[config.mk]
export PLATFORM = sky130hd
export DESIGN_NAME = osdPixelPath
export DESIGN_NICKNAME = d
export VERILOG_FILES = /design/src/design/osdPkg.sv /design/src/design/osdPixelPath.sv
export VERILOG_INCLUDE_DIRS = /design/src /design/src/design
export SDC_FILE = /design/constraint.sdc
export NUM_CORES = 1
export LEC_CHECK = 0
export ABC_AREA = 1
export CAP_MARGIN = 20
export CORE_MARGIN = 3
export CORE_UTILIZATION = 47
export CTS_CLUSTER_DIAMETER = 200
export DETAILED_ROUTE_END_ITERATION = 7
export DONT_BUFFER_PORTS = 1
export GPL_ROUTABILITY_DRIVEN = 0
export PLACE_DENSITY = 0.71
export SLEW_MARGIN = 10
export SYNTH_ARGS = -nofsm -noshare
export SYNTH_HDL_FRONTEND = slang
export SYNTH_SLANG_ARGS = --single-unit
export TNS_END_PERCENT = 100
[constraint.sdc]
create_clock -name clk_sys -period 2.3 [get_ports clk_sys]
set_clock_uncertainty 0.1 [all_clocks]
set_input_delay 0.46 -clock clk_sys [delete_from_list [all_inputs] [get_ports clk_sys]]
set_output_delay 0.46 -clock clk_sys [all_outputs]
set_load 0.01 [all_outputs]
[src/design/osdParams.svh]
// OSD parameters
`ifndef OSD_PARAMS_SVH
`define OSD_PARAMS_SVH

// ******************************
// overlay window
// ******************************
`define OSD_WIDTH        256
`define OSD_HEIGHT       128
`define OSD_X_OFFSET     0
`define OSD_Y_OFFSET     0

// two bits per channel, r g b
`define OSD_COLOR        6'h3C

// ******************************
// widths
// ******************************
`define COLOR_W          6
`define CNT_W            10
`define BUF_AW           11

// above this many active lines each overlay line is shown twice
`define DOUBLESCAN_LINES 350

// spi command opcodes
`define CMD_WRITE        5'b00100
`define CMD_ENABLE       7'b0100000
`endif

[src/design/osdPkg.sv]
// OSD types
`default_nettype none
`include "osdParams.svh"

package osdPkg;

	typedef struct packed {
		logic [`COLOR_W-1:0] red;
		logic [`COLOR_W-1:0] green;
		logic [`COLOR_W-1:0] blue;
		logic                hSync;
		logic                vSync;
	} vgaPixel_t;

	typedef struct packed {
		logic [`CNT_W-1:0] hStart;
		logic [`CNT_W-1:0] hEnd;
		logic [`CNT_W-1:0] vStart;
		logic [`CNT_W-1:0] vEnd;
		logic              hsPol;
		logic              vsPol;
		logic              doubleScan;
	} osdWindow_t;

	typedef struct packed {
		logic [`CNT_W-1:0] hCount;
		logic [`CNT_W-1:0] vCount;
	} videoPos_t;

	typedef struct packed {
		logic               valid;
		logic [`BUF_AW-1:0] addr;
		logic [7:0]         data;
	} bufWrite_t;

	// one command byte, read either as a write or as an enable
	typedef union packed {
		logic [7:0] raw;
		struct packed {
			logic [4:0] opcode;
			logic [2:0] line;
		} writeView;
		struct packed {
			logic [6:0] opcode;
			logic       on;
		} enableView;
	} spiCmd_u;

endpackage

`default_nettype wire

[src/design/osdPixelPath.sv]
// OSD pixel fetch and colour mixer
`timescale 1ns/1ps
`default_nettype none
`include "osdParams.svh"

module osdPixelPath (
	input  logic               clk_sys,
	input  logic               osdEnable,
	input  osdPkg::vgaPixel_t  videoIn,
	input  osdPkg::videoPos_t  pos,
	input  osdPkg::osdWindow_t window,
	output logic [`BUF_AW-1:0] rdAddr,
	input  logic [7:0]         rdData,
	output osdPkg::vgaPixel_t  videoOut,
	output logic               osdShown
);

	localparam logic [5:0] TINT = `OSD_COLOR ^ 6'b010101;

	logic [1:0]        enSync = '0;
	logic              shownReg = 1'b0;
	logic              osdDe = 1'b0;
	logic              pixel;
	logic [`CNT_W-1:0] osdH;
	logic [`CNT_W-1:0] osdV;
	logic [`CNT_W-1:0] osdHNext2;
	logic [`CNT_W-1:0] hNext;
	logic [2:0]        bitSel;

	assign osdShown = shownReg;

	// window relative position, the byte is fetched two pixels ahead
	assign osdH      = pos.hCount - window.hStart;
	assign osdV      = pos.vCount - window.vStart;
	assign osdHNext2 = osdH + 2'd2;
	assign hNext     = pos.hCount + 1'b1;
	assign bitSel    = window.doubleScan ? osdV[4:2] : osdV[3:1];

	always_ff @(posedge clk_sys) begin
		enSync   <= {enSync[0], osdEnable};
		shownReg <= enSync[1];
	end

	// ******************************
	// fetch and window flag
	// ******************************
	always_ff @(posedge clk_sys) begin
		rdAddr <= {window.doubleScan ? osdV[7:5] : osdV[6:4], osdHNext2[7:0]};
		pixel  <= rdData[bitSel];
		osdDe  <= enSync[1] &&
			(videoIn.hSync != window.hsPol) &&
			(hNext >= window.hStart) && (hNext < window.hEnd) &&
			(videoIn.vSync != window.vsPol) &&
			(pos.vCount >= window.vStart) && (pos.vCount < window.vEnd);
	end

	// ******************************
	// colour mixer
	// ******************************
	always_ff @(posedge clk_sys) begin
		if (osdDe) begin
			videoOut.red   <= {{2{pixel}}, TINT[5:4], videoIn.red[5:4]};
			videoOut.green <= {{2{pixel}}, TINT[3:2], videoIn.green[5:4]};
			videoOut.blue  <= {{2{pixel}}, TINT[1:0], videoIn.blue[5:4]};
		end else begin
			videoOut.red   <= videoIn.red;
			videoOut.green <= videoIn.green;
			videoOut.blue  <= videoIn.blue;
		end
		videoOut.hSync <= videoIn.hSync;
		videoOut.vSync <= videoIn.vSync;
	end

endmodule

`default_nettype wire

# After elaboration in Yosys (flattened, before gate mapping)
# Cells that the tools add are included.
# W data, S select, Z words.
[classes]
n_addsub = 4
magnitude_cmp = 5
n_eq_ne = 2
n_mux = 5
reduce_logical = 6
[ops]
columns = ["op", "count"]
rows = [
  ["$ge A10 B10 Y1", 2],
  ["$lt A10 B10 Y1", 2],
  ["$mux W18", 1],
  ["$sub A8 B8 Y8", 2],
  ["$add A10 B1 Y10 const B", 1],
  ["$add A8 B2 Y8 const B", 1],
  ["$logic_and A1 B1 Y1", 6],
  ["$mux W3", 2],
  ["$lt A3 B4 Y1 const B", 1],
  ["$bmux W1 S3", 1],
  ["$ne A1 B1 Y1", 2],
  ["$mux W1", 1],
]
[word_totals]
register_bits = 36
wordCells = 35

# Depth between registers and ports, before layout
[logic_depth]
word_depth = 7
ltp_mapped = 16
mapped_depth_nobuf = 16

# Worst setup path after synthesis
# No wires, ideal clock.
[synth_timing]
path_type = "input -> register"
start = "input port pos[10] (netlist bit)"
end = "register osdDe"
arrival_time_ns = 2.071
t_required_ns = 2.130
path_slack_ns = 0.059
stages = 16
path_buffers = 0
cell_sequence = "ha_1 nand3_1 nor3b_1 nand2_1 xor2_1 inv_1 ha_1 nand2_1 inv_2 nand2_1 nand3_1 nor2_1 nand2_1 inv_1 nand3_1 a21oi_1"
[synth_between]
elab_chain_cells = 7
[synth_lines]
columns = ["element", "line", "text"]
rows = [
  ["start, declared", "osdPixelPath.sv:10", "input osdPkg::videoPos_t pos,"],
  ["$add A10 B1 Y10 *", "osdPixelPath.sv:36", "assign hNext = pos.hCount + 1'b1;"],
  ["$ge A10 B10 Y1", "osdPixelPath.sv:52", "(hNext >= window.hStart) && (hNext < window.hEnd) &&"],
  ["$logic_and A1 B1 Y1", "osdPixelPath.sv:51", "(videoIn.hSync != window.hsPol) &&"],
  ["$logic_and A1 B1 Y1 * (2 in series)", "osdPixelPath.sv:52", ""],
  ["$logic_and A1 B1 Y1 *", "osdPixelPath.sv:53", "(videoIn.vSync != window.vsPol) &&"],
  ["$logic_and A1 B1 Y1 *", "osdPixelPath.sv:54", "(pos.vCount >= window.vStart) && (pos.vCount < window.vEnd);"],
  ["end signal, assigned", "osdPixelPath.sv:50", "osdDe <= enSync[1] &&"],
  ["end, declared", "osdPixelPath.sv:22", "logic osdDe = 1'b0;"],
]
# Mark *: on every way between the ends. The rest lies on a longest branch, timed or not.
# A chain may end at the register's enable or synchronous reset.

# Worst setup path in the final report
# Ends and elaborated chain as after synthesis.

==> run metrics <==
starting DRC count in detailed routing=50; Clock power frac=30.6%; area post-placement=2950 um2; Setup crit end kind=flip-flop; most instantiated library cell after synthesis=nand2_1; syn avg cell area=7.04 um2; post-synthesis sequential area ratio=25.1%; First-pass DRT Iterations=4; num ports=125; initial antenna violation count=0; post-synthesis register bit count=36; Residual DRC=0; crit path buf inv count=3; Pint=0.00122 W; worst hold path type=input port to flip-flop; Starting Density=50.3%; slowest CP cell=ha_1; largest fanout on the critical path=5; crit-path cells=ha_2, nand3_2, nor3b_2, nand2_1, xor2_1, inv_1, ha_1, nand2_2, inv_2, nand3_1, nand3_1, nor2_1, nand2_1, inv_1, nand3_1, a21oi_2; Routed WL=5.89 mm; Setup violations, final=0; Port-buffer cells=0; CTS H-tree depth=2; WL/cell=12.0 um; CTS buffer count=5; dpl hpwl=5.12 mm; Core Rows=27; CTS root buf=clkbuf_8; fin util=54.4%; wl on met1=2.57 mm; WL met3=503 um; CTS clk-pin slew, worst paths=70 ps; width of the die=84.2 um; max_cap viols=0; Worst Slack Setup Final=247 ps; grt total ovfl=0; Worst Path Arrival=2170 ps; final net count=563; Global Route Usage Sum=16.8%; Die ar.=7080 um2; largest net degree at the start of global routing=15; largest cells by area after synthesis=dfxtp_1 (25%), ha_1 (23%), nand2_1 (16%); Synth Flop Type=dfxtp_1; global-route wire length before repair=9.84 mm; clk_lat worst skew=280 ps; post-place setup slack=-123 ps; synth cell count leaders=nand2_1 (122), inv_1 (77), ha_1 (52); yosys warns=0; Pwr per Cell Area=569 nW/um2; sequential power share=43.7%; post-synth cell types=32; Final Cell Area=3110 um2; vias per cell=4.86; Worst-Margin Slew=499 ps; Vias=2375; Post-Syn Area=2870 um2; setup_tns=0 ps; Core Area=5710 um2; Worst path most repeated cell=nand3_1; clk sinks=36; share of synthesized registers carrying an async set or reset=0%; Post-synth EDFFs=0; CTS tree=built; layout cell share with drive strength beyond 1=10.3%; max incr delay on CP=280 ps; kind of critical path=input port to flip-flop; cell count after synthesis=408; area grow syn2layout=8.24%; Synth top area share=25.1%; status=complete, no violations; clock buffer depth=2; maximum vdd ir drop=0.429 mV; Final period util=89.3%; headroom to the max-slew limit=66.7%; Leakage=1.82 nW; Mapped Nets=555; P_sw=0.000550 W; Final Max Slew Viols=0; Top Layer Used=met4; clock period minus worst slack=2050 ps; switch share=31.1%; combinational fraction of design power=25.7%; Die H=84.2 um; Data required, critical path=2420 ps; Detail Route Antenna Nets=0; Synth area leader=dfxtp_1; number of global-route vias before repair=2334; ANT cells=0; CTS Hold Bufs=0; Fmax=0.487 GHz; non-filler cells in the finished layout=489; met2 wire len=2.72 mm; Placed Cells incl. Taps=480; Startpoint Class=input port; Top Family by Delay on Critical Path=simple AND/OR/NAND/NOR gates; Fin. Hold Viols=0
state kept, by name, indices dropped and copies added (netlist names):
register and count:
videoOut 20, rdAddr 11, enSync 2, osdDe 1, osdShown 1, pixel 1
layout make-up:
type                            count  area (um2)
Multi-Input combinational cell    280        1820
Tap cell                           72        90.1
Clock inverter                      3        42.5
Timing Repair Buffer                4        30.0
Clock buffer                        5        68.8
Inverter                           89         334
Fill cell                         559        2600
Sequential cell                    36         721
per-stage QoR:
step	hold WS [ps]	power (W)
floorplan	210	0.00115
global placement	218	0.00123
detailed placement	219	0.00124
CTS	90.8	0.00179
global route	82.4	0.00190
finish	102	0.00177
worst register-to-register path, cell delays in order, from the launching register on:
cell and delay, ps:
dfxtp_1 630, inv_2 220, nand2_1 100, o21ai_1 70
layer usage:
layer / up-vias / GRT usage, %
li1: 1266 / -
met1: 1009 / 19.7
met2: 92 / 28.8
met3: 8 / 5.99
met4: 0 / 5.12
met5: - / 0
cells in the final DEF, fill, tap and decap left out, types with 4 or more instances in the layout:
| cell type | synthesis | layout |
|---|---|---|
| clkbuf_8 | 0 | 5 |
| o21ai_1 | 9 | 9 |
| buf_4 | 0 | 4 |
| inv_2 | 11 | 11 |
| ha_1 | 52 | 51 |
| xor2_1 | 12 | 12 |
| nand3_2 | 2 | 5 |
| nor2_1 | 20 | 19 |
| dfxtp_1 | 36 | 36 |
| a21oi_1 | 13 | 12 |
| nand2_1 | 122 | 121 |
| inv_1 | 77 | 77 |
| nand3_1 | 22 | 19 |
worst paths after layout:
path | startpoint | end | slack, ps | cells after the start
min | videoIn[0] | videoOut[0] | 100 | 0
max reg2reg | osdDe | videoOut[15] | 1070 | 3
max | pos[10] | osdDe | 250 | 16
min reg2reg | enSync[0] | enSync[1] | 240 | 0
power groups by stage:
stage          logic [W]  clock network [W]  registers, W
2_1_floorplan   0.000379                  0      0.000774
3_3_place_gp    0.000434                  0      0.000791
3_5_place_dp    0.000451                  0      0.000790
4_1_cts         0.000455           0.000557      0.000776
5_1_grt         0.000537           0.000585      0.000781
6_report        0.000455           0.000541      0.000774
cell families (layout without fill, tap and decap cells):
kind of cell	Yosys count	in the layout	synth area share, %
AND/OR/NAND/NOR	182	182	27.5
adder cells (fa/ha/maj)	54	54	24.1
AO/OA/AOI/OAI	28	28	5.49
buffers and inverters	92	101	12.8
XOR/XNOR	16	16	5.14
flip-flops	36	36	25.1
timing repair:
item | CTS | global route
buffers inserted | 0 | 1
setup endpoints to repair | 0 | 1
resized for setup | 0 | 9
Power figures use the tool's default switching activity.
