$ cat src/design/osdParams.svh
// OSD parameters
`ifndef OSD_PARAMS_SVH
`define OSD_PARAMS_SVH

// ******************************
// overlay window
// ******************************
`define OSD_WIDTH        256
`define OSD_HEIGHT       128
`define OSD_X_OFFSET     0
`define OSD_Y_OFFSET     0

// two bits per channel, r g b
`define OSD_COLOR        6'h3C

// ******************************
// widths
// ******************************
`define COLOR_W          6
`define CNT_W            10
`define BUF_AW           11

// above this many active lines each overlay line is shown twice
`define DOUBLESCAN_LINES 350

// spi command opcodes
`define CMD_WRITE        5'b00100
`define CMD_ENABLE       7'b0100000
`endif

$ cat src/design/osdPkg.sv
// OSD types
`default_nettype none
`include "osdParams.svh"

package osdPkg;

	typedef struct packed {
		logic [`COLOR_W-1:0] red;
		logic [`COLOR_W-1:0] green;
		logic [`COLOR_W-1:0] blue;
		logic                hSync;
		logic                vSync;
	} vgaPixel_t;

	typedef struct packed {
		logic [`CNT_W-1:0] hStart;
		logic [`CNT_W-1:0] hEnd;
		logic [`CNT_W-1:0] vStart;
		logic [`CNT_W-1:0] vEnd;
		logic              hsPol;
		logic              vsPol;
		logic              doubleScan;
	} osdWindow_t;

	typedef struct packed {
		logic [`CNT_W-1:0] hCount;
		logic [`CNT_W-1:0] vCount;
	} videoPos_t;

	typedef struct packed {
		logic               valid;
		logic [`BUF_AW-1:0] addr;
		logic [7:0]         data;
	} bufWrite_t;

	// one command byte, read either as a write or as an enable
	typedef union packed {
		logic [7:0] raw;
		struct packed {
			logic [4:0] opcode;
			logic [2:0] line;
		} writeView;
		struct packed {
			logic [6:0] opcode;
			logic       on;
		} enableView;
	} spiCmd_u;

endpackage

`default_nettype wire

$ cat src/design/osdSyncMeasure.sv
// OSD video timing analysis
`timescale 1ns/1ps
`default_nettype none
`include "osdParams.svh"

module osdSyncMeasure (
	input  logic               clk_sys,
	input  osdPkg::vgaPixel_t  videoIn,
	output osdPkg::videoPos_t  pos,
	output osdPkg::osdWindow_t window
);
	import osdPkg::*;

	localparam logic [`CNT_W-1:0] OSD_W = `OSD_WIDTH;
	localparam logic [`CNT_W-1:0] OSD_H = `OSD_HEIGHT;
	localparam logic [`CNT_W-1:0] X_OFS = `OSD_X_OFFSET;
	localparam logic [`CNT_W-1:0] Y_OFS = `OSD_Y_OFFSET;

	logic [1:0]        hsD = '0;
	logic [1:0]        vsD = '0;
	logic [`CNT_W-1:0] hCount = '0;
	logic [`CNT_W-1:0] vCount = '0;
	logic [`CNT_W-1:0] hsHigh = '0;
	logic [`CNT_W-1:0] hsLow = '0;
	logic [`CNT_W-1:0] vsHigh = '0;
	logic [`CNT_W-1:0] vsLow = '0;
	logic [`CNT_W-1:0] dspWidth = '0;
	logic [`CNT_W-1:0] dspHeight = '0;
	logic [`CNT_W-1:0] winHeight;
	osdWindow_t        winReg = '0;

	assign pos       = '{hCount: hCount, vCount: vCount};
	assign window    = winReg;
	assign winHeight = winReg.doubleScan ? (OSD_H << 1) : OSD_H;

	// ******************************
	// line and frame counters
	// ******************************
	always_ff @(posedge clk_sys) begin
		hsD <= {hsD[0], videoIn.hSync};
		vsD <= {vsD[0], videoIn.vSync};

		if (hsD == 2'b10) begin
			hCount <= '0;
			hsHigh <= hCount;
		end else if (hsD == 2'b01) begin
			hCount <= '0;
			hsLow  <= hCount;
		end else begin
			hCount <= hCount + 1'b1;
		end

		// lines are counted on the hsync rising edge
		if (vsD == 2'b10) begin
			vCount <= '0;
			vsHigh <= vCount;
		end else if (vsD == 2'b01) begin
			vCount <= '0;
			vsLow  <= vCount;
		end else if (hsD == 2'b01) begin
			vCount <= vCount + 1'b1;
		end
	end

	// ******************************
	// polarity, size and window
	// ******************************
	always_ff @(posedge clk_sys) begin
		// the shorter phase is the sync pulse
		winReg.hsPol      <= hsHigh < hsLow;
		winReg.vsPol      <= vsHigh < vsLow;
		dspWidth          <= winReg.hsPol ? hsLow : hsHigh;
		dspHeight         <= winReg.vsPol ? vsLow : vsHigh;
		winReg.doubleScan <= dspHeight > `DOUBLESCAN_LINES;

		winReg.hStart <= ((dspWidth - OSD_W) >> 1) + X_OFS;
		winReg.hEnd   <= winReg.hStart + OSD_W;
		winReg.vStart <= ((dspHeight - winHeight) >> 1) + Y_OFS;
		winReg.vEnd   <= winReg.vStart + winHeight;
	end

endmodule

`default_nettype wire

$ cat config.mk
export PLATFORM = sky130hd
export DESIGN_NAME = osdSyncMeasure
export DESIGN_NICKNAME = d
export VERILOG_FILES = /design/src/design/osdPkg.sv /design/src/design/osdSyncMeasure.sv
export VERILOG_INCLUDE_DIRS = /design/src /design/src/design
export SDC_FILE = /design/constraint.sdc
export NUM_CORES = 1
export LEC_CHECK = 0
export BUFFER_PORTS_ARGS = -buffer_cell sky130_fd_sc_hd__buf_4
export CAP_MARGIN = 20
export CORE_MARGIN = 2
export CORE_UTILIZATION = 50
export CTS_CLUSTER_SIZE = 40
export DETAILED_ROUTE_END_ITERATION = 6
export PLACE_DENSITY = 0.73
export SYNTH_ARGS = -nofsm -noshare
export SYNTH_HDL_FRONTEND = slang
export SYNTH_SLANG_ARGS = --single-unit
$ cat constraint.sdc
create_clock -name clk_sys -period 3.7 [get_ports clk_sys]
set_input_delay 0.555 -clock clk_sys [delete_from_list [all_inputs] [get_ports clk_sys]]
set_output_delay 0.555 -clock clk_sys [all_outputs]
set_load 0.005 [all_outputs]
== Word-level counts from Yosys, hierarchy flattened ==
Index checks and enable logic that the tools add are counted.

* $add $sub $neg: 6
* Order comparisons: 3
* Equal/unequal tests: 4
* Mux-type cells: 3
* Bitwise logic cells: 2
* Reduce and logical (&&, ||, !) cells: 4

{| class="wikitable"
|+ Operators by type and width
! kind !! number
|-
| adder 10 x 1 -> 10 bit (second input constant) || 2
|-
| < comparator 10 bit || 2
|-
| 2-to-1 mux 10 bit || 2
|-
| adder 9 x 9 -> 10 bit || 1
|-
| adder 9 x 9 -> 10 bit (second input constant) || 1
|-
| greater-than comparator 10 x 9 -> 1 bit (second input constant) || 1
|-
| subtractor 10 x 9 -> 10 bit || 1
|-
| subtractor 10 x 9 -> 10 bit (second input constant) || 1
|-
| 2-to-1 mux 9 bit || 1
|-
| equality test 2 x 1 -> 1 bit (second input constant) || 2
|-
| equality test 2 bit (second input constant) || 2
|-
| AND reduction 2 bit || 2
|-
| OR reduction 2 bit || 2
|-
| inverter 1 bit || 2
|}

* Register bits: 125
* Output and inout port bits: 63
* Word-level logic and storage cells: 39

== Longest topological paths before layout ==
Gate-level depths: netlist of run 1.

* Depth in word-level cells: 3
* Depth in mapped cells: 6

== Least setup slack after synthesis of run 1 ==
OpenSTA, ideal clock, no wires.

* Path kind: reg2reg
* From: register hsD[0]
* To: register vCount[8]
* Library setup time: 0.070 ns
* Data arrival time: 1.343 ns
* Slack: 2.287 ns
* Cell stages (with the launch flop): 6
* Cells stage by stage: dfxtp_1 ha_1 and3_4 nand2_2 or3_1 a21boi_1

* Longest elaborated chain between the ends: 1

{| class="wikitable"
|+ Ends and longest elaborated chain
! item !! line !! RTL
|-
| from (decl) || osdSyncMeasure.sv:19 || <nowiki>logic [1:0] hsD = '0;</nowiki>
|-
| from (signal assigned) || osdSyncMeasure.sv:40 || <nowiki>hsD <= {hsD[0], videoIn.hSync};</nowiki>
|-
| equality test 2 x 1 -> 1 bit || osdSyncMeasure.sv:60 || <nowiki>end else if (hsD == 2'b01) begin</nowiki>
|-
| to (signal assigned) || osdSyncMeasure.sv:61 || <nowiki>vCount <= vCount + 1'b1;</nowiki>
|-
| to (decl) || osdSyncMeasure.sv:22 || <nowiki>logic [`CNT_W-1:0] vCount = '0;</nowiki>
|}

No other way between the ends.
A chain may end at the register's enable or synchronous reset.

== Worst setup path after layout of run 1 ==
* From: register winReg (netlist bit window[1])
* To: output port window[1] (netlist name)

{| class="wikitable"
|+ RTL lines
! item !! line !! RTL
|-
| from (decl) || osdSyncMeasure.sv:30 || <nowiki>osdWindow_t winReg = '0;</nowiki>
|-
| to (decl) || osdSyncMeasure.sv:10 || <nowiki>output osdPkg::osdWindow_t window</nowiki>
|}

No word-level cell between the ends.

==> results of run 1 <==
synth_stat cells (all sizes together), types with 2 or more instances:
master and number:
ha 27, xor2 4, and2 15, edfxtp 40, clkbuf 2, o2bb2ai 2, nor2b 4, nand4 5
inv 32, buf 2, nor2 2, xnor2 14, mux2 19, a211oi 2, nand2 11, o21ai 4
dfxtp 84, and3 3, nand3 7, a41oi 2, a21oi 9, nand2b 2, fa 2
routing by layer:
layer	vias to the layer above	wire length (um)	track usage, %
li1	1198	-	-
met5	-	0	0
met1	1123	2900	18.4
met2	69	3440	25.7
met3	4	362	6.03
met4	0	53	8.33
flip-flops by register name, summed over array words and instances, names as in the netlist:
name,cells
hsHigh,10
hCount,10
hsD,2
window,41
dspWidth,9
vsHigh,10
vCount,10
dspHeight,10
vsD,2
hsLow,10
vsLow,10
how the worst min path moves through the flow:
stage	to	depth (start not counted)	start	slack, ps
floorplan	window[33]	0	dspWidth[1]	310
global placement	window[39]	0	dspWidth[7]	310
detailed placement	window[39]	0	dspWidth[7]	310
CTS	vsD[0]	1	videoIn[0]	120
global route	vsD[0]	1	videoIn[0]	120
finish	vsD[0]	1	videoIn[0]	150
power groups by stage:
| stage | clock, mW | combinational (mW) | sequential, mW |
|---|---|---|---|
| 4_1_cts | 1.51 | 0.114 | 1.50 |
| 6_report | 1.48 | 0.112 | 1.50 |
| 3_5_place_dp | 0 | 0.113 | 1.52 |
| 5_1_grt | 1.57 | 0.125 | 1.50 |
| 3_3_place_gp | 0 | 0.111 | 1.52 |
| 2_1_floorplan | 0 | 0.0616 | 1.51 |
area by class of cell:
class / count / area [um^2] / area share [%]
timing repair buffer: 63 / 473 / 8.80
clock inverter: 5 / 27.5 / 0.512
inverter: 32 / 120 / 2.24
clock buffer: 26 / 520 / 9.69
sequential: 124 / 2880 / 53.7
multi-input combinational: 145 / 1220 / 22.7
tap: 105 / 131 / 2.45
kinds of logic after synthesis:
family,Yosys count,synth area share [%]
DFF,124,68.0
and+or+nand+nor,55,7.59
buffers and inverters,36,3.36
adders and majority gates,29,8.91
AOI/OAI and AO/OA,21,3.04
muxes,20,5.28
xor gates and xnor gates,18,3.72
other,1,0.0885
cells in the final DEF (no fill, tap or decap), types with 3 or more instances in the layout:
cell type | synthesis | final
o21ai_0 | 4 | 4
xnor2_1 | 14 | 14
clkbuf_1 | 2 | 4
and2_1 | 15 | 15
mux2_2 | 19 | 19
nand3_1 | 7 | 7
nand4_1 | 5 | 5
dfxtp_1 | 84 | 84
nor2b_1 | 4 | 4
edfxtp_1 | 40 | 40
clkbuf_8 | 0 | 4
buf_4 | 2 | 63
nand2_1 | 10 | 10
xor2_1 | 4 | 4
inv_1 | 32 | 32
ha_1 | 27 | 27
a21oi_1 | 9 | 9
clkbuf_16 | 0 | 18
clkinv_2 | 0 | 3
through the flow:
step | instance area, um^2 | hold WS, ps | power (mW) | util [%]
4_1_cts | 5370 | 122 | 3.12 | 65.4
2_1_floorplan | 4240 | 310 | 1.57 | -
5_1_grt | 5370 | 123 | 3.19 | 65.4
3_5_place_dp | 4820 | 312 | 1.64 | 58.7
6_report | 5370 | 152 | 3.09 | 65.4
3_3_place_gp | 4820 | 311 | 1.63 | 58.7
==> summary.md, run 1 <==
| Metric | Value |
|---|---|
| Layout cells sized above 1 | 28.4% |
| Most area-hungry cell type in the Yosys netlist | dfxtp_1 |
| Minimum clock period | 1870 ps |
| PortBufs | 63 |
| Largest net degree at the start of global routing | 17 |
| Register bit total from synthesis | 124 |
| Synth area leaders | dfxtp_1 40%, edfxtp_1 28%, ha_1 8.0% |
| Die area | 9230 um^2 |
| Post-synth top flop | dfxtp_1 |
| Final Cycle Share | 50.5% |
| Post-route ant nets | 0 |
| Row Count | 33 |
| Initial Util | 51.6% |
| Leak | 2.31 nW |
| Required @ worst endpoint | 3140 ps |
| Top delay family on crit path | flip-flops |
| Crit Path Max Fanout | 11 |
| CTS tree | done |
| RSZ-0062 raised after global routing | no |
| Vias per cell | 4.79 |
| Register area share after synthesis | 68.0% |
| Internal | 2.47 mW |
| P per Cell Area | 575 nW/um^2 |
| Drt first pass iters | 4 |
| Buf/Inv on CP | 1 |
| Antenna violations before repair | 0 |
| N_diodes | 0 |
| Cell variety after synth | 35 |
| Total negative slack | 0 ps |
| F_max | 535 MHz |
| Sw Pwr | 0.615 mW |
| WS Path Type | reg2out |
| Fin cells | 500 |
| Setup repair bufs after CTS | 0 |
| WL final | 6760 um |
| Die H | 96.1 um |
| Final worst slack | 1830 ps |
| GRT Util Overall | 15.9% |
| Clk buf depth | 2 |
| DP Worst Slack | 2170 ps |
| Detail Placement HPWL | 4420 um |
| DRC violations left | 0 |
| Number of flops mapped to enable cells by yosys | 40 |
| Final setup fails | 0 |
| Worst path slowest cell | dfxtp_1 |
| Synth top area share | 39.7% |
| Area Growth Syn to Fin | 26.7% |
| Post-CTS Hold Buffers | 0 |
| Critical path endpoint category | primary output |
| Status | finished clean |
| First-pass GRT wire length | 10,600 um |
| Critical path, cell by cell | buf_4 |
| FILL cells | 589 |
| Critical path depth | 1 |
| Synth Cell Area | 4240 um^2 |
| Post-Place Cells | 469 |
| Clock Tree Root | clkbuf_8 |
| Worst reg2reg path depth | 5 |
| Hold crit path type | in2reg |
| Fin. max-slew vios | 0 |
| CTS Buf Count | 17 |
| Clock Power Share | 47.9% |
| Clock transition at the registers of the reported paths | 50 ps |
| Yosys warnings | 0 |
| 1st-iter DRT viols | 72 |
| Gate power share | 3.6% |
| GP Congestion | 0.813 |
| Total grt overflow | 0 |
| R2r startpoint | hsD[0] |
| Layout Nets | 433 |
| Startpoint types | register |
| IO Count | 84 |
| Clk sinks | 124 |
| Die Wd | 96.1 um |
| Maximum vdd drop | 0.326 mV |
| Mean Syn Cell Area | 13.9 um^2 |
| R2R Setup Slk | 2170 ps |
| Worst setup endpoint | window[1] |
| Htree depth | 4 |
| Critical Path Start | window[1] |
| Post-Synthesis Cells | 304 |
| Max-Cap Viols | 0 |
| FFs w/ async S/R, synth | 0% |
| Number of global-route vias before repair | 2,284 |
| Final Skew | 9.10 ps |
| CP arrival | 1310 ps |
| Core area | 8220 um^2 |
| Final hold violation count | 0 |
| Routed via count | 2,394 |
| Reg2Reg Capture Point | vCount[8] |
| Clk_lat worst skew | 500 ps |
| Per-cell routed wire length | 13.5 um |
| Max incr delay on CP | 620 ps |
| Switch share | 19.9% |
| Post-CTS sizing | 0 |
| Sequential share of power | 48.4% |
No activity file was read; power rests on OpenSTA's default activity.
==> run 2: changes to the inputs <==
- CORE_UTILIZATION: 50 -> 49
- PLACE_DENSITY: 0.73 -> 0.75
- clock period: 3.7 -> 1.65 ns (I/O delays scaled with it)
==> run 2 against run 1 <==
Sequential share of layout area decreased by 0.52 points. Final area increased by 1.0%. Worst setup slack got worse by 1700 ps. Sequential cell count unchanged. Cell count increased by 1.0%. Clock-buffer cell count decreased by 3. Die area increased by 2.0%. Register-to-register slack got worse by 2000 ps. Non-clock buffer count increased by 4. Sequential power increased by 120%. Clock skew decreased by 2.6 ps. Critical path type unchanged. Critical endpoint is now window[2].
==> summary.md, run 2 (same netlist as run 1, synthesis figures left out) <==
| Metric | Value |
|---|---|
| Status | finished clean |
| GRT Util Overall | 15.2% |
| Core area | 8300 um^2 |
| Required @ worst endpoint | 1400 ps |
| 1st-iter DRT viols | 102 |
| Post-route ant nets | 0 |
| Minimum clock period | 1540 ps |
| Drt first pass iters | 6 |
| Final hold violation count | 0 |
| Clk_lat worst skew | 500 ps |
| DP Worst Slack | 162 ps |
| Critical path endpoint category | primary output |
| Register Area | 2880 um^2 |
| Most frequent cells in the layout | 83 x dfxtp_1, 65 x buf_4, 40 x edfxtp_1, 32 x inv_1, 27 x ha_1 |
| Hold crit path type | reg2reg |
| Final setup fails | 0 |
| Max-Cap Viols | 0 |
| Critical path, cell by cell | buf_4 |
| Leak | 2.32 nW |
| CTS tree | done |
| Detail Placement HPWL | 4650 um |
| Layout cells sized above 1 | 27.8% |
| WS Path Type | reg2out |
| WL final | 6580 um |
| M1 wire length | 2900 um |
| Top delay family on crit path | flip-flops |
| Total negative slack | 0 ps |
| Maximum vdd drop | 0.671 mV |
| Vias per cell | 4.77 |
| DRC violations left | 0 |
| Min Hold Slack | 324 ps |
| Worst path slowest cell | dfxtp_1 |
| Total grt overflow | 0 |
| N_diodes | 0 |
| Die H | 97.0 um |
| Row Count | 33 |
| PortBufs | 63 |
| Clk sinks | 124 |
| Clk buf depth | 2 |
| Max reg flops | 41 |
| Largest net degree at the start of global routing | 17 |
| GP Congestion | 0.781 |
| Clock transition at the registers of the reported paths | 50 ps |
| Startpoint types | register |
| R2R Setup Slk | 180 ps |
| Final worst slack | 113 ps |
| Final Cycle Share | 93.1% |
| FILL cells | 635 |
| F_max | 651 MHz |
| Clock Tree Root | clkbuf_8 |
| Crit Path Max Fanout | 10 |
| Htree depth | 4 |
| Max incr delay on CP | 600 ps |
| Fin. max-slew vios | 0 |
| DR top layer | met4 |
| Die area | 9410 um^2 |
| Initial Util | 51.1% |
| IO Count | 84 |
| Routed via count | 2,408 |
| Buf/Inv on CP | 1 |
| RSZ-0062 raised after global routing | no |
| Layout Nets | 437 |
| P per Cell Area | 1310 nW/um^2 |
| Met2 wire len | 3250 um |
| Die Wd | 97.0 um |
| Post-Place Cells | 471 |
| Commonest non-fill, non-tap cell in the layout | dfxtp_1 |
| Antenna violations before repair | 0 |
| First-pass GRT wire length | 11,100 um |
| Final Skew | 6.48 ps |
| Routed wl met3 | 305 um |
| CP arrival | 1290 ps |
| Number of global-route vias before repair | 2,369 |
| CTS Buf Count | 17 |
| Fin cells | 505 |
| Area Growth Syn to Fin | 28.0% |
| Area occupied by multi-input gates | 1220 um^2 |
| Per-cell routed wire length | 13.0 um |
[run 2: changes by cell type in the layout (fill, tap and decap cells not counted), sizes merged]
cell / delta
inv: -2
clkbuf: -3
dlygate4sd3: +2
clkinv: +1
buf: +2
bufinv: +3
clkinvlp: +2
[run 2: repair_timing]
action	4_1_cts	5_1_grt
hold buffers	2	0
gates resized for setup	0	1
setup endpoints to repair	0	1
endpoints found under the hold margin	2	0
setup buffers	0	0
[run 2: final timing paths]
check	from	endpoint	cells past startpoint
setup / recovery	window[2]	window[2]	1
hold / removal	dspWidth[1]	window[33]	0
setup reg to reg	hCount[0]	hCount[8]	5
hold reg to reg	dspWidth[1]	window[33]	0
[run 2: stage by stage]
step	util (%)	power (mW)	area [um^2]
floorplan	-	3.53	4240
global placement	58.3	3.67	4840
detailed placement	58.3	3.69	4840
CTS	65.4	7.19	5430
global route	65.4	7.37	5430
finish	65.4	7.10	5430
[run 2: where the power goes]
| part | internal, mW | switching, mW | leakage (nW) |
|---|---|---|---|
| registers | 3.28 | 0.0815 | 1.11 |
| logic | 0.159 | 0.112 | 0.938 |
| clock network | 2.32 | 1.16 | 0.266 |
| total | 5.75 | 1.35 | 2.32 |
[run 2: area by class of cell]
type | instances | area share [%]
Timing Repair Buffer | 67 | 9.36
Inverter | 32 | 2.21
Clock inverter | 9 | 2.21
Multi-Input combinational cell | 145 | 22.4
Sequential cell | 124 | 53.1
Tap cell | 105 | 2.42
Clock buffer | 23 | 8.23
[run 2: metal layers]
metal	vias up	global-route usage [%]
met5	-	0
met4	0	9.10
met3	13	4.41
met2	61	24.5
met1	1121	17.9
li1	1213	-
==> run 3: changes to the inputs <==
- MAX_ROUTING_LAYER: not set -> met4
- PLACE_DENSITY: 0.75 -> not set
- PLACE_DENSITY_LB_ADDON: not set -> 0.05
==> run 3 against run 2 <==
Worst hold slack worse by 1.2 ps. Core utilization up 0.77 points. Clock skew down 1.2 ps. Cell count up 0.20%. Worst setup slack worse by 6.7 ps. Sequential cell count unchanged. Sequential share of layout area down 0.62 points. Largest power group unchanged. Highest routed layer unchanged.
==> summary.md, run 3 (same netlist as run 1, synthesis figures left out) <==
| Metric | Value |
|---|---|
| Hold crit path type | reg2reg |
| Clock transition at the registers of the reported paths | 60 ps |
| R2r startpoint | hCount[0] |
| Leak | 2.36 nW |
| Status | finished clean |
| IO Count | 84 |
| Fin cells | 506 |
| Commonest non-fill, non-tap cell in the layout | dfxtp_1 |
| Clk_lat worst skew | 500 ps |
| Clock Tree Root | clkbuf_8 |
| Final setup fails | 0 |
| Placed cell area | 4850 um^2 |
| N_diodes | 0 |
| Initial Util | 51.1% |
| Die H | 97.0 um |
| RSZ-0062 raised after global routing | no |
| GRT Util Overall | 15.1% |
| Largest net degree at the start of global routing | 17 |
| PortBufs | 63 |
| Minimum clock period | 1540 ps |
| Layout cells sized above 1 | 30.2% |
| P per Cell Area | 1340 nW/um^2 |
| Critical path endpoint category | primary output |
| Row Count | 33 |
| Detail Placement HPWL | 4290 um |
| Top delay family on crit path | flip-flops |
| Post-route ant nets | 0 |
| Post-route cell area | 5490 um^2 |
| CTS Buf Count | 17 |
| Worst reg2reg path depth | 5 |
| R2R Setup Slk | 170 ps |
| First-pass GRT wire length | 10,700 um |
| Number of global-route vias before repair | 2,265 |
| Fin. max-slew vios | 0 |
| Core area | 8300 um^2 |
| Critical path, cell by cell | buf_4 |
| WS Path Type | reg2out |
| Most frequent cells in the layout | 83 x dfxtp_1, 66 x buf_4, 40 x edfxtp_1, 32 x inv_1, 27 x ha_1 |
| Die area | 9410 um^2 |
| F_max | 648 MHz |
| Clk buf depth | 2 |
| Total negative slack | 0 ps |
| Routed via count | 2,308 |
| Total grt overflow | 0 |
| Min Hold Slack | 323 ps |
| Buf/Inv on CP | 1 |
| DRC violations left | 0 |
| CP arrival | 1300 ps |
| Hold path startpoint | dspWidth[5] |
| CTS tree | done |
| Drt first pass iters | 4 |
| Htree depth | 4 |
| Final Power | 7.36 mW |
| 1st-iter DRT viols | 50 |
| Required @ worst endpoint | 1400 ps |
| Max-Cap Viols | 0 |
| Area Growth Syn to Fin | 29.5% |
| Worst path slowest cell | dfxtp_1 |
| Post-Place Cells | 472 |
| Setup repair bufs after CTS | 0 |
| Clk sinks | 124 |
| Reg2Reg Capture Point | hCount[8] |
| WL final | 6260 um |
| Vias per cell | 4.56 |
| Hold Crit Depth | 0 |
| Per-cell routed wire length | 12.4 um |
| Hold Path End | window[37] |
| Max incr delay on CP | 600 ps |
| Layout Nets | 438 |
| GP Congestion | 0.748 |
| Maximum vdd drop | 0.965 mV |
| Final Skew | 5.27 ps |
| Antenna violations before repair | 0 |
| Die Wd | 97.0 um |
| Final hold violation count | 0 |
| Crit Path Max Fanout | 10 |
| Startpoint types | register |
| Final Cycle Share | 93.5% |
| Max reg flops | 41 |
run 3: stage by stage:
| stage | setup WS, ps | util, % |
|---|---|---|
| 3_5_place_dp | 187 | 58.4 |
| 6_report | 107 | 66.2 |
| 3_3_place_gp | 212 | 58.4 |
| 4_1_cts | 36.7 | 66.2 |
| 2_1_floorplan | 237 | - |
| 5_1_grt | 33.1 | 66.2 |
run 3: repair_timing:
item | in CTS | in global routing
hold buffers | 2 | 0
resized for setup | 0 | 1
setup endpoints to repair | 0 | 1
endpoints found under the hold margin | 2 | 0
run 3: layout make-up:
| class | instances | area [um^2] |
|---|---|---|
| clock buffers | 20 | 478 |
| clock inverters | 12 | 145 |
| fillers | 622 | 2810 |
| inverters | 32 | 120 |
| multi-input cells | 145 | 1220 |
| flip-flops and latches | 124 | 2880 |
| well taps | 105 | 131 |
| repair buffers | 68 | 515 |
run 3: power by group:
group	total, mW	switching (mW)	leakage [nW]	internal, mW
logic	0.274	0.113	0.943	0.162
registers	3.35	0.0787	1.11	3.27
clock network	3.74	1.33	0.308	2.41
total	7.36	1.52	2.36	5.84
run 3: worst reg2reg max path, stage by stage, from the launching register on:
cell and delay, ps:
dfxtp_1 470, ha_1 230, and3_1 210, nor3b_1 240
xnor2_1 80, and2_1 150
run 3: routing by layer:
layer	share of wire (%)	global-route usage [%]	wire length [um]
met1	52	19.6	3230
met5	0	-	0
met3	5.0	5.06	312
met4	1.3	8.13	82
met2	42	20.8	2640
run 3: how the worst max path moves through the flow:
stage	depth (start not counted)	startpoint	slack, ps	to
2_1_floorplan	5	hsD[0]	240	vCount[8]
4_1_cts	1	window[1]	40	window[1]
3_5_place_dp	5	hCount[0]	190	hCount[8]
5_1_grt	1	window[2]	30	window[2]
6_report	1	window[2]	110	window[2]
3_3_place_gp	5	hCount[0]	210	hCount[8]
